$ cat src/cam_bringup_pkg.sv
`default_nettype none

package cam_bringup_pkg;

    // clk125M cycles in one millisecond
    localparam int CYCLES_PER_MS = 125000;

    // DRAM write port widths
    localparam int DATA_W = 32;
    localparam int LEN_W  = 8;
    localparam int ADDR_W = 32;

    // One word for the write data FIFO, strobes in the low bits
    typedef struct packed {
        logic [DATA_W-1:0]   data;
        logic [DATA_W/8-1:0] strb;
    } wr_word_t;

    // One burst command, length above start address
    typedef struct packed {
        logic [LEN_W-1:0]  len;
        logic [ADDR_W-1:0] addr;
    } burst_ctrl_t;

    // Camera bring-up steps
    typedef enum logic [1:0] {
        WAIT_PWUP = 2'd0,
        WAIT_INIT = 2'd1,
        WAIT_DONE = 2'd2,
        DONE      = 2'd3
    } seq_state_t;

endpackage

`default_nettype wire

$ cat src/bringup_sequencer.sv
`timescale 1ns/1ps
`default_nettype none

module bringup_sequencer #(
    parameter int PWUP_CYCLES = 125000,
    parameter int INIT_CYCLES = 250000
) (
    input  wire  logic clk125M,
    input  wire  logic reset125M,
    input  wire  logic init_done_i,
    output logic       pwup_o,
    output logic       init_req_o,
    output logic       done_o
);

    // Room for the last compare value plus one step past it
    localparam int CNT_W = $clog2(INIT_CYCLES + 2);

    localparam logic [CNT_W-1:0] PWUP_LAST = CNT_W'(PWUP_CYCLES);
    localparam logic [CNT_W-1:0] INIT_LAST = CNT_W'(INIT_CYCLES);

    cam_bringup_pkg::seq_state_t state;
    logic [CNT_W-1:0]            cnt;
    logic                        cnt_run;

    // Counter only matters until the init request goes out
    assign cnt_run = (state == cam_bringup_pkg::WAIT_PWUP) ||
                     (state == cam_bringup_pkg::WAIT_INIT);

    always_ff @(posedge clk125M) begin
        if (reset125M) begin
            cnt <= '0;
        end else if (cnt_run) begin
            cnt <= cnt + 1'b1;
        end
    end

    always_ff @(posedge clk125M) begin
        if (reset125M) begin
            state      <= cam_bringup_pkg::WAIT_PWUP;
            pwup_o     <= 1'b0;
            init_req_o <= 1'b0;
            done_o     <= 1'b0;
        end else begin
            // Request is a single pulse
            init_req_o <= 1'b0;

            case (state)
                cam_bringup_pkg::WAIT_PWUP: begin
                    if (cnt == PWUP_LAST) begin
                        pwup_o <= 1'b1;
                        state  <= cam_bringup_pkg::WAIT_INIT;
                    end
                end

                cam_bringup_pkg::WAIT_INIT: begin
                    if (cnt == INIT_LAST) begin
                        init_req_o <= 1'b1;
                        state      <= cam_bringup_pkg::WAIT_DONE;
                    end
                end

                // Sampled from the cycle after the request onward
                cam_bringup_pkg::WAIT_DONE: begin
                    if (init_done_i && !init_req_o) begin
                        done_o <= 1'b1;
                        state  <= cam_bringup_pkg::DONE;
                    end
                end

                default: begin
                    // Bring-up complete, hold until reset
                    state <= cam_bringup_pkg::DONE;
                end
            endcase
        end
    end

endmodule

`default_nettype wire

$ cat src/cam_dram_top.sv
`timescale 1ns/1ps
`default_nettype none

module cam_dram_top #(
    parameter int PWUP_CYCLES = cam_bringup_pkg::CYCLES_PER_MS,
    parameter int INIT_CYCLES = 2 * cam_bringup_pkg::CYCLES_PER_MS
) (
    input  wire  logic                        clk125M,
    input  wire  logic                        reset125M,

    // Camera bring-up
    input  wire  logic                        cam_init_done_i,
    output logic                              cam_pwup_o,
    output logic                              sccb_init_req_o,
    output logic                              bringup_done_o,

    // Write data channel
    input  wire  cam_bringup_pkg::wr_word_t   video_data_i,
    input  wire  logic                        video_data_we_i,
    input  wire  cam_bringup_pkg::wr_word_t   manual_data_i,
    input  wire  logic                        manual_data_we_i,
    output cam_bringup_pkg::wr_word_t         dram_data_o,
    output logic                              dram_data_we_o,

    // Burst control channel
    input  wire  cam_bringup_pkg::burst_ctrl_t video_ctrl_i,
    input  wire  logic                         video_ctrl_we_i,
    input  wire  cam_bringup_pkg::burst_ctrl_t manual_ctrl_i,
    input  wire  logic                         manual_ctrl_we_i,
    output cam_bringup_pkg::burst_ctrl_t       dram_ctrl_o,
    output logic                               dram_ctrl_we_o
);

    // Power-up and init request go to both cameras
    bringup_sequencer #(
        .PWUP_CYCLES (PWUP_CYCLES),
        .INIT_CYCLES (INIT_CYCLES)
    ) u_sequencer (
        .clk125M     (clk125M),
        .reset125M   (reset125M),
        .init_done_i (cam_init_done_i),
        .pwup_o      (cam_pwup_o),
        .init_req_o  (sccb_init_req_o),
        .done_o      (bringup_done_o)
    );

    // Data words into the AXI write engine
    write_port_select #(
        .payload_t   (cam_bringup_pkg::wr_word_t)
    ) u_data_sel (
        .clk125M     (clk125M),
        .reset125M   (reset125M),
        .video_i     (video_data_i),
        .video_we_i  (video_data_we_i),
        .manual_i    (manual_data_i),
        .manual_we_i (manual_data_we_i),
        .out_o       (dram_data_o),
        .out_we_o    (dram_data_we_o)
    );

    // Burst length and address
    write_port_select #(
        .payload_t   (cam_bringup_pkg::burst_ctrl_t)
    ) u_ctrl_sel (
        .clk125M     (clk125M),
        .reset125M   (reset125M),
        .video_i     (video_ctrl_i),
        .video_we_i  (video_ctrl_we_i),
        .manual_i    (manual_ctrl_i),
        .manual_we_i (manual_ctrl_we_i),
        .out_o       (dram_ctrl_o),
        .out_we_o    (dram_ctrl_we_o)
    );

endmodule

`default_nettype wire

$ cat src/write_port_select.sv
`timescale 1ns/1ps
`default_nettype none

module write_port_select #(
    parameter type payload_t = logic [31:0]
) (
    input  wire  logic     clk125M,
    input  wire  logic     reset125M,
    input  wire  payload_t video_i,
    input  wire  logic     video_we_i,
    input  wire  payload_t manual_i,
    input  wire  logic     manual_we_i,
    output payload_t       out_o,
    output logic           out_we_o
);

    logic manual_we_d;
    logic manual_rise;
    logic take;

    // Manual control is a level, one request per rising edge
    assign manual_rise = manual_we_i && !manual_we_d;

    // A manual edge under a video strobe is dropped
    assign take = video_we_i || manual_rise;

    always_ff @(posedge clk125M) begin
        if (reset125M) begin
            manual_we_d <= 1'b0;
        end else begin
            manual_we_d <= manual_we_i;
        end
    end

    always_ff @(posedge clk125M) begin
        if (reset125M) begin
            out_we_o <= 1'b0;
        end else begin
            out_we_o <= take;
        end
    end

    // Payload holds its last value between strobes
    always_ff @(posedge clk125M) begin
        if (reset125M) begin
            out_o <= '0;
        end else if (take) begin
            if (video_we_i) begin
                out_o <= video_i;
            end else begin
                out_o <= manual_i;
            end
        end
    end

endmodule

`default_nettype wire
$ cat config.mk
export PLATFORM = sky130hd
export DESIGN_NAME = cam_dram_top
export DESIGN_NICKNAME = d
export VERILOG_FILES = /design/src/cam_bringup_pkg.sv /design/src/bringup_sequencer.sv /design/src/cam_dram_top.sv /design/src/write_port_select.sv
export SDC_FILE = /design/constraint.sdc
export NUM_CORES = 1
export LEC_CHECK = 0
export BUFFER_PORTS_ARGS = -buffer_cell sky130_fd_sc_hd__buf_2
export CAP_MARGIN = 20
export CORE_MARGIN = 8
export CORE_UTILIZATION = 41
export CTS_CLUSTER_DIAMETER = 60
export DETAILED_ROUTE_END_ITERATION = 8
export PLACE_DENSITY = 0.88
export SKIP_CTS_REPAIR_TIMING = 1
export SLEW_MARGIN = 20
export SYNTH_ARGS = -nofsm -noshare
export SYNTH_HDL_FRONTEND = slang
export SYNTH_SLANG_ARGS = --single-unit
export TNS_END_PERCENT = 1
$ cat constraint.sdc
create_clock -name clk125M -period 1.56 [get_ports clk125M]
set_input_delay 0.312 -clock clk125M [delete_from_list [all_inputs] [get_ports clk125M]]
set_output_delay 0.312 -clock clk125M [all_outputs]
set_load 0.01 [all_outputs]
# ---- Word-level counts from Yosys, hierarchy flattened
# Index checks and enable logic that the tools add are counted.
dict set report op_classes {
  n_bitwise 1
  mux 7
  n_reduce_logical 14
  eq_ne 7
  add_sub_neg 1
}
# cell n
set op_table {}
lappend op_table {{40-bit two-way mux} 1}
lappend op_table {{36-bit two-way mux} 1}
lappend op_table {{18-bit by 1-bit adder with 18-bit output, second input constant} 1}
lappend op_table {{18-bit by 17-bit equality test with 1-bit output, second input constant} 1}
lappend op_table {{18-bit equality test, second input constant} 1}
lappend op_table {{2-bit two-way mux} 3}
lappend op_table {{2-bit case mux with 3 select lines} 1}
lappend op_table {{2-bit inequality test, second input constant} 2}
lappend op_table {{2-bit AND reduction} 2}
lappend op_table {{1-bit logical AND} 3}
lappend op_table {{1-bit logical NOT} 3}
lappend op_table {{1-bit logical OR} 3}
lappend op_table {{3-bit AND reduction} 1}
lappend op_table {{2-bit by 1-bit equality test with 1-bit output, second input constant} 1}
lappend op_table {{2-bit equality test, second input constant} 1}
lappend op_table {{2-bit logical NOT} 1}
lappend op_table {{2-bit by 1-bit inequality test with 1-bit output, second input constant} 1}
lappend op_table {{2-bit OR reduction} 1}
lappend op_table {{1-bit two-way mux} 1}
lappend op_table {{1-bit inverter} 1}
dict set report totals {
  input_bits 159
  word_cells 43
  out_inout_bits 81
  register_bits 103
}

# ---- Longest topological paths before layout
# Gate-level depths: netlist of the first run.
dict set report depth {
  ltp_word 4
  depth_mapped 6
  mapped_depth_nobuf 5
}

# ---- By module
# Synthesis of the first run repeated with hierarchy kept, for this count alone.
dict set report hier_totals {
  hier_cells 572
  hier_area_um2 5378.9
}
# mod cells_each n_inst area_per_inst_um2 seq_area_each_um2
set modules_own_cells {}
lappend modules_own_cells {{write_port_select at u_ctrl_sel} 233 1 2167.1 840.8}
lappend modules_own_cells {{write_port_select at u_data_sel} 211 1 2038.2 760.7}
lappend modules_own_cells {bringup_sequencer 128 1 1173.6 460.4}

# ---- Least setup slack after synthesis of the first run
# No wires, ideal clock.
dict set report synth_timing {
  path_kind {register to register}
  startpoint {register u_sequencer.cnt[2]}
  endpoint {register u_sequencer.state[0]}
  t_required_ns 1.474
  setup_ns 0.086
  n_path_buf 0
  path_stages_with_launch 5
  period_less_slack_ns 1.616
  t_arrival_ns 1.530
  slack_ns -0.056
  cell_sequence {dfxtp_1 nor4_1 nand4bb_1 or4_4 a221oi_2}
}
dict set report synth_via {
  elab_chain_len 3
  word_cells_on_any_way 5
  cone_classes {eq/ne (4); reduce/logical (1)}
}
# element line
set synth_lines {}
lappend synth_lines {{start, declared} bringup_sequencer.sv:23} ;# logic [CNT_W-1:0] cnt;
lappend synth_lines {{start signal, assigned} bringup_sequencer.sv:34} ;# cnt <= cnt + 1'b1;
lappend synth_lines {{18-bit by 17-bit equality test with 1-bit output or 18-bit equality test (tied branches)} {bringup_sequencer.sv:50, bringup_sequencer.sv:57}}
lappend synth_lines {{2-bit inequality test (no source line)} -}
lappend synth_lines {{3-bit AND reduction (no source line) (*)} -}
lappend synth_lines {{end signal, assigned} bringup_sequencer.sv:52} ;# state <= cam_bringup_pkg::WAIT_INIT;
lappend synth_lines {{end signal, assigned} bringup_sequencer.sv:59} ;# state <= cam_bringup_pkg::WAIT_DONE;
lappend synth_lines {{end signal, assigned} bringup_sequencer.sv:67} ;# state <= cam_bringup_pkg::DONE;
lappend synth_lines {{end, declared} bringup_sequencer.sv:22} ;# cam_bringup_pkg::seq_state_t state;
# Every way passes the cells marked *; elsewhere a longest branch is shown, timed or not.
# A chain may end at the register's enable or synchronous reset.

# ---- Final worst setup path of the first run
dict set report layout_timing {
  startpoint {register u_sequencer.cnt[7]}
  endpoint {register u_sequencer.state[0]}
}
# The elaborated chain is that of the path after synthesis.

==> metrics.md, run 1 <==
| Metric | Value |
|---|---|
| Part of the cycle the worst path needs | 105% |
| Crit Path Category | reg -> reg |
| Most frequent standard cell in the layout excluding fill and tap cells | sky130_fd_sc_hd__buf_2 |
| End of the worst register-to-register path | u_sequencer.state[0] |
| Unrepaired setup endpoints after global routing | yes |
| Post-detailed-route DRC marker count | 0 |
| Post-synthesis instance total | 477 |
| Buffers and inverters on the worst path | 0 |
| Hold worst-path end | u_data_sel.manual_we_d |
| WL/cell | 14.6 um |
| Per-cell via count in the routed design | 4.88 |
| Residual overflow from global routing | 0 |
| Top FF cell, synth | sky130_fd_sc_hd__dfxtp_1 |
| Launching element type of the critical path | flop |
| Die area | 0.0146 mm^2 |
| IO buf count | 239 |
| Avg Inst Size Synth | 9.47 um^2 |
| CTS sink count | 103 |
| Number of nets in the final layout | 878 |
| Via count of the first global-routing pass | 4250 |
| Result of the run | complete, but fails checks |
| Launch point of the worst path | u_sequencer.cnt[7] |
| CTS clk-pin slew, worst paths | 90 ps |
| Slowest library cell on the worst path | sky130_fd_sc_hd__or4_4 |
| Total standard cell area after synthesis | 0.00452 mm^2 |
| Worst setup slack after layout | -71.7 ps |
| Logic gate share of total power | 18.0% |
| Final weighted congestion in routability-driven placement | 0.865 |
| Synth-to-Final Area Change | 40.1% |
| Min-delay worst type | in -> reg |
| Y dimension of the die | 121 um |
| Int Pwr | 0.00422 W |
| Startpoint of the tightest hold check path | manual_data_we_i |
| Initial antenna violation count | 0 |
| Fraction of final layout cells sized beyond drive strength 1 | 42.6% |
| Highest clock rate | 613 MHz |
| Final core utilization | 58.6% |
| Part of the power in registers | 51.1% |
| Met2 Routed Length | 6.24 mm |
| Maximum single-stage delay on the critical path | 500 ps |
| Switching fraction of total power | 25.5% |
| Failing checks | setup timing |
| Static power due to leakage | 3.12 nW |
| Final sum of negative setup slack | -106 ps |
| Depth of the CTS H-tree | 3 |
| Worst skew pair latency | 350 ps |
| Initial cell density of the core | 41.8% |
| Die Width | 121 um |
| Number of nets still failing antenna checks after routing | 0 |
| Proportion of synthesized flip-flops having asynchronous set or reset | 0% |
| Clk network pwr share | 30.8% |
| CTS tree | yes |
| Met1 routed wirelength after detailed routing | 5.08 mm |
| Count of final setup violators | 4 |
| Final Hold Vio Count | 0 |
| Number of cells traversed by the worst register-to-register path | 4 |
| Relative slew margins | 72.9% |
| Biggest fanout along the worst timing path | 5 |
| Synthesis-stage register bit count | 103 |
| I/O pin count | 240 |
| Required time at the endpoint of the critical path | 1830 ps |
| Wire length of the first global-routing pass | 19.9 mm |
| Total iterations of the first detailed-routing run | 4 |
| Net count of the mapped netlist | 638 |
| Root buf cell | sky130_fd_sc_hd__clkbuf_8 |
| Highest routed layer | met4 |
| Placed Instance Area | 0.00607 mm^2 |
| Worst R2R Start | u_sequencer.cnt[7] |
| Cell Chain, Critical Path | nor4bb_2, nand3b_1, or4_4, a221oi_2 |
| Site row count | 38 |
| Met3 Routed Length | 1.06 mm |
| Final cell area excluding filler cells | 0.00633 mm^2 |
| Total GRT Usage | 16.4% |
| Ant. Diodes | 0 |
| Worst Max-Slew Pin Slew | 406 ps |
| DP HPWL | 10.0 mm |
| Routed wire length | 12.6 mm |
| Commonest cells after routing, fill and taps aside | sky130_fd_sc_hd__buf_2 (238), sky130_fd_sc_hd__dfxtp_1 (97), sky130_fd_sc_hd__nor2_1 (94) |
| EDFF count, synth | 0 |
| Reg2reg setup slack | -70 ps |
| Pin count of the biggest net entering global routing | 49 |
| Cts bufs inserted | 9 |
| Pins Over Slew Limit | 0 |
| Time the final worst path needs with I/O delays and setup | 1630 ps |
| Kind of capture point of the worst setup path | flop |
| Peak VDD IR | 452 uV |
| Worst EP arrival | 1900 ps |
| Worst-case setup slack after placement | -113 ps |
| Clock Skew | 8.05 ps |
| Max Cap Viol | 0 |
| Hold Path Cell Cnt | 2 |
| Via count of the routed design | 4204 |
| Total power divided by cell area | 895 mW/mm^2 |
| Dominant delay contributor by cell family on the critical path | simple AND/OR/NAND/NOR gates |
| Count of warnings emitted by yosys | 0 |
| Longest Clk Path Bufs | 2 |
| Sequential area share after synthesis | 45.7% |
| Number of design-rule violations left by the first detailed-router iteration | 197 |
| Power dissipated by switching net loads | 0.00145 W |
| Core area | 0.0108 mm^2 |
| FILL cells | 952 |
| Yosys cell types | 39 |
-- cell usage after synthesis, types with 5 or more instances --
cell | count | area share, %
sky130_fd_sc_hd__clkbuf_1 | 30 | 2.5
sky130_fd_sc_hd__inv_1 | 5 | 0.42
sky130_fd_sc_hd__nand4_1 | 5 | 0.69
sky130_fd_sc_hd__xor2_1 | 8 | 1.6
sky130_fd_sc_hd__a211oi_1 | 76 | 13
sky130_fd_sc_hd__buf_1 | 7 | 0.58
sky130_fd_sc_hd__dfxtp_1 | 103 | 46
sky130_fd_sc_hd__mux2i_1 | 77 | 17
sky130_fd_sc_hd__nor2_1 | 94 | 7.8
sky130_fd_sc_hd__nand2_1 | 9 | 0.75
sky130_fd_sc_hd__nand3_1 | 5 | 0.55
sky130_fd_sc_hd__nor2b_1 | 6 | 0.83
-- power by group through the flow --
stage	combinational [W]	clock (W)	sequential [W]
global placement	0.00102	0	0.00295
global route	0.00113	0.00192	0.00292
floorplan	0.000439	0	0.00304
detailed placement	0.00104	0	0.00296
finish	0.00102	0.00175	0.00290
CTS	0.00104	0.00180	0.00290
-- how the worst max path moves through the flow --
| stage | to | slack [ps] | cells past startpoint |
|---|---|---|---|
| finish | u_sequencer.state[0] | -70 | 4 |
| global route | u_sequencer.state[0] | -150 | 4 |
| CTS | u_sequencer.state[0] | -140 | 4 |
| detailed placement | u_sequencer.state[0] | -110 | 4 |
| global placement | u_sequencer.state[0] | -70 | 4 |
| floorplan | u_sequencer.state[0] | -30 | 4 |
-- sequential cells by signal, indices dropped and copies added, names as in the netlist --
name	flops
u_ctrl_sel.manual_we_d	1
u_ctrl_sel.out_o	40
u_ctrl_sel.out_we_o	1
u_data_sel.manual_we_d	1
u_data_sel.out_o	36
u_data_sel.out_we_o	1
u_sequencer.cnt	18
u_sequencer.done_o	1
u_sequencer.init_req_o	1
u_sequencer.pwup_o	1
u_sequencer.state	2
-- logic make-up after synthesis --
| group | synth area share (%) |
|---|---|
| and+or+nand+nor | 15.6 |
| AOI/OAI and AO/OA | 14.6 |
| muxes | 17.3 |
| buffers and inverters | 3.93 |
| adders and majority gates | 0.554 |
| xor gates and xnor gates | 2.33 |
| DFF | 45.7 |
-- stage by stage --
stage | hold WS, ps | instances | power [W]
after floorplan | 440 | 477 | 0.00348
after global placement | 443 | 846 | 0.00397
after detailed placement | 446 | 846 | 0.00400
after CTS | 169 | 861 | 0.00574
after global routing | 187 | 861 | 0.00597
final | 189 | 861 | 0.00566
-- final cells by class --
cell class              count  area (um^2)  share of cell area (%)
well taps                 140          175                    2.77
repair buffers            270         1530                    24.2
clock inverters             3         68.8                    1.09
clock buffers              12          135                    2.14
inverters                   5         18.8                   0.297
multi-input cells         328         2330                    36.8
flip-flops and latches    103         2070                    32.7
-- layer usage --
metal	vias up	GRT usage, %
li1	2194	-
met1	1841	18.3
met2	154	28.6
met3	15	5.07
met4	0	5.93
met5	-	0
(Power assumes the default switching activity.)
==> run 2: changes to the inputs <==
--- a/config.mk
+++ b/config.mk
@@ -5,13 +5,14 @@
 export SDC_FILE = /design/constraint.sdc
 export NUM_CORES = 1
 export LEC_CHECK = 0
+export ABC_AREA = 1
 export BUFFER_PORTS_ARGS = -buffer_cell sky130_fd_sc_hd__buf_2
 export CAP_MARGIN = 20
 export CORE_MARGIN = 8
 export CORE_UTILIZATION = 41
 export CTS_CLUSTER_DIAMETER = 60
 export DETAILED_ROUTE_END_ITERATION = 8
-export PLACE_DENSITY = 0.88
+export PLACE_DENSITY = 0.87
 export SKIP_CTS_REPAIR_TIMING = 1
 export SLEW_MARGIN = 20
 export SYNTH_ARGS = -nofsm -noshare
==> metrics.md, run 2 <==
| Metric | Value |
|---|---|
| Result of the run | finished clean |
| WL/cell | 13.4 um (-8.1%) |
| Routed wire length | 14.1 mm (+12%) |
| CTS sink count | 103 (unchanged) |
| IO buf count | 239 (unchanged) |
| CTS tree | yes |
| Placed Instance Area | 0.00603 mm^2 (-0.54%) |
| Residual overflow from global routing | 0 (unchanged) |
| Via count of the first global-routing pass | 4647 (+9.3%) |
| Total GRT Usage | 18.2% (+1.8 points) |
| Synth-to-Final Area Change | 33.8% |
| Share of the synthesized area in the top cell type | 43.5% (-2.2 points) |
| Final sum of negative setup slack | 0 ps (+106 ps) |
| Largest registers | u_ctrl_sel.out_o: 40 flops, u_data_sel.out_o: 36 flops, u_sequencer.cnt: 18 flops |
| Ant. Diodes | 0 (unchanged) |
| Y dimension of the die | 124 um (+2.1%) |
| Clock Skew | 7.97 ps (-0.0810 ps) |
| Hold worst-path end | u_ctrl_sel.manual_we_d |
| Synthesis-stage register bit count | 103 (unchanged) |
| Fraction of final layout cells sized beyond drive strength 1 | 31.2% (-11 points) |
| Final weighted congestion in routability-driven placement | 0.844 (-2.4%) |
| Avg Inst Size Synth | 6.91 um^2 (-27%) |
| Die Width | 124 um (+2.1%) |
| Worst R2R Start | u_sequencer.cnt[0] |
| Peak VDD IR | 755 uV (+67%) |
| Part of the cycle the worst path needs | 89.4% (-15 points) |
| Hold Path Cell Cnt | 3 (+1) |
| Final cell area excluding filler cells | 0.00634 mm^2 (+0.24%) |
| Static power due to leakage | 3.27 nW (+4.7%) |
| Required time at the endpoint of the critical path | 1800 ps (-30 ps) |
| Number of design-rule violations left by the first detailed-router iteration | 239 (+21%) |
| Top FF cell, synth | sky130_fd_sc_hd__dfxtp_1 |
| Max Cap Viol | 0 (unchanged) |
| Yosys cell types | 30 (-23%) |
| Count of warnings emitted by yosys | 0 (unchanged) |
| Worst EP arrival | 1630 ps (-270 ps) |
| Final Hold Vio Count | 0 (unchanged) |
| Reg2reg setup slack | 170 ps (+240 ps) |
| Sequential area share after synthesis | 43.5% (-2.2 points) |
| Reg with most FFs | u_ctrl_sel.out_o |
| Time the final worst path needs with I/O delays and setup | 1390 ps (-237 ps) |
| Worst Max-Slew Pin Slew | 351 ps (-54.6 ps) |
| Crit Path Category | reg -> reg |
| Wire length of the first global-routing pass | 22.1 mm (+11%) |
| Post-synthesis instance total | 686 (+44%) |
| EDFF count, synth | 0 (unchanged) |
| Leading cell type by number of instances after synthesis | sky130_fd_sc_hd__a21oi_1 |
| Count of final setup violators | 0 (-4) |
| Proportion of synthesized flip-flops having asynchronous set or reset | 0% (unchanged) |
| Longest Clk Path Bufs | 2 (unchanged) |
| End of the worst register-to-register path | u_sequencer.cnt[14] |
| Min-delay worst type | in -> reg |
| Die area | 0.0153 mm^2 (+4.3%) |
| Initial cell density of the core | 41.7% (-0.15 points) |
| Relative slew margins | 76.6% (+3.6 points) |
| Launching element type of the critical path | flop |
| Largest cells by area after synthesis | sky130_fd_sc_hd__dfxtp_1 (44%), sky130_fd_sc_hd__a21oi_1 (18%), sky130_fd_sc_hd__nor2_1 (8.9%), sky130_fd_sc_hd__inv_1 (7.9%), sky130_fd_sc_hd__o21ai_0 (7.3%) |
| Unrepaired setup endpoints after global routing | no |
| Net count of the mapped netlist | 847 (+33%) |
| Flip-flop count of the largest register after layout | 40 (unchanged) |
| Core area | 0.0114 mm^2 (+5.3%) |
| DP HPWL | 10.8 mm (+8.2%) |
| Post-detailed-route DRC marker count | 0 (unchanged) |
| Site row count | 39 (+2.6%) |
| Library cell with the largest summed area after synthesis | sky130_fd_sc_hd__dfxtp_1 |
| Pins Over Slew Limit | 0 (unchanged) |
| CTS clk-pin slew, worst paths | 70 ps (-20 ps) |
| Post-synth top cells | sky130_fd_sc_hd__a21oi_1 (166), sky130_fd_sc_hd__nor2_1 (113), sky130_fd_sc_hd__dfxtp_1 (103) |
| Most frequent standard cell in the layout excluding fill and tap cells | sky130_fd_sc_hd__buf_2 |
| Per-cell via count in the routed design | 4.73 (-3.1%) |
| Startpoint of the tightest hold check path | manual_ctrl_we_i |
| Worst skew pair latency | 340 ps (about the same) |
| Highest clock rate | 717 MHz (+17%) |
| I/O pin count | 240 (unchanged) |
| Number of nets in the final layout | 1061 (+21%) |
| Total standard cell area after synthesis | 0.00474 mm^2 (+5.0%) |
| Initial antenna violation count | 0 (unchanged) |
| Kind of capture point of the worst setup path | flop |
| Number of cells traversed by the worst register-to-register path | 6 (+2) |
| Cts bufs inserted | 9 (unchanged) |
| Pin count of the biggest net entering global routing | 81 (+65%) |
| Total iterations of the first detailed-routing run | 4 (unchanged) |
| Depth of the CTS H-tree | 3 (unchanged) |
| Via count of the routed design | 4959 (+18%) |
| Commonest cells after routing, fill and taps aside | sky130_fd_sc_hd__buf_2 (239), sky130_fd_sc_hd__a21oi_1 (166), sky130_fd_sc_hd__nor2_1 (113) |
| Number of nets still failing antenna checks after routing | 0 (unchanged) |
| Root buf cell | sky130_fd_sc_hd__clkbuf_16 |
| Total power divided by cell area | 976 mW/mm^2 (+9.0%) |
| Biggest fanout along the worst timing path | 3 (-2) |
-- run 2: area by class of cell --
class	instances	area (um^2)
Fill cell	1094	5030
Multi-Input combinational cell	432	2080
Sequential cell	103	2060
Timing Repair Buffer	247	1310
Inverter	107	405
Clock buffer	12	256
Tap cell	143	179
Clock inverter	4	53.8
-- run 2: per-layer routing --
metal | global-route usage (%) | wire length (um)
met1 | 21.0 | 5850
met2 | 31.6 | 7130
met5 | 0 | 0
met3 | 6.58 | 956
met4 | 3.99 | 145
-- run 2: through the flow --
| step | setup WS, ps | util (%) | total power (W) | hold slack [ps] | std cells |
|---|---|---|---|---|---|
| 2_1_floorplan | 322 | - | 0.00348 | 437 | 686 |
| 4_1_cts | 166 | 55.8 | 0.00628 | 198 | 1048 |
| 6_report | 166 | 55.8 | 0.00619 | 210 | 1048 |
| 5_1_grt | 20.0 | 55.8 | 0.00653 | 211 | 1048 |
| 3_5_place_dp | 190 | 53.1 | 0.00397 | 447 | 1032 |
| 3_3_place_gp | 234 | 53.1 | 0.00394 | 439 | 1032 |
-- run 2: worst max-delay path by stage --
stage,startpoint,endpoint,slack [ps],cells past startpoint
final,u_sequencer.cnt[0],u_sequencer.cnt[14],170,6
after global routing,u_sequencer.cnt[0],u_sequencer.cnt[16],20,9
after CTS,u_sequencer.cnt[0],u_sequencer.cnt[16],170,8
after detailed placement,manual_data_we_i,u_data_sel.out_o[31],190,8
after global placement,manual_data_we_i,u_data_sel.out_o[19],230,8
after floorplan,u_sequencer.cnt[0],u_sequencer.cnt[16],320,8
-- run 2: cells by family (layout without fill, tap and decap cells) --
group / after synthesis / in the layout / share of synthesized area (%)
compound gates: 252 / 252 / 26.8
xor+xnor: 1 / 1 / 0.185
flops: 103 / 103 / 43.5
buf+inv: 151 / 370 / 12.6
simple gates: 177 / 177 / 16.4
fa+ha+maj: 2 / 2 / 0.528
-- run 2: critical path, stage by stage (launching register included) --
cell and delay, ps:
sky130_fd_sc_hd__dfxtp_1 370, sky130_fd_sc_hd__ha_1 240, sky130_fd_sc_hd__nand3_1 150, sky130_fd_sc_hd__nor3_2 290, sky130_fd_sc_hd__nand4_1 130, sky130_fd_sc_hd__nand2_1 80, sky130_fd_sc_hd__nor2_1 30
-- run 2: where the power goes --
| group | internal [W] | switching (W) |
|---|---|---|
| Sequential | 0.00281 | 0.0000867 |
| Clock | 0.00133 | 0.000950 |
| Combinational | 0.000447 | 0.000563 |
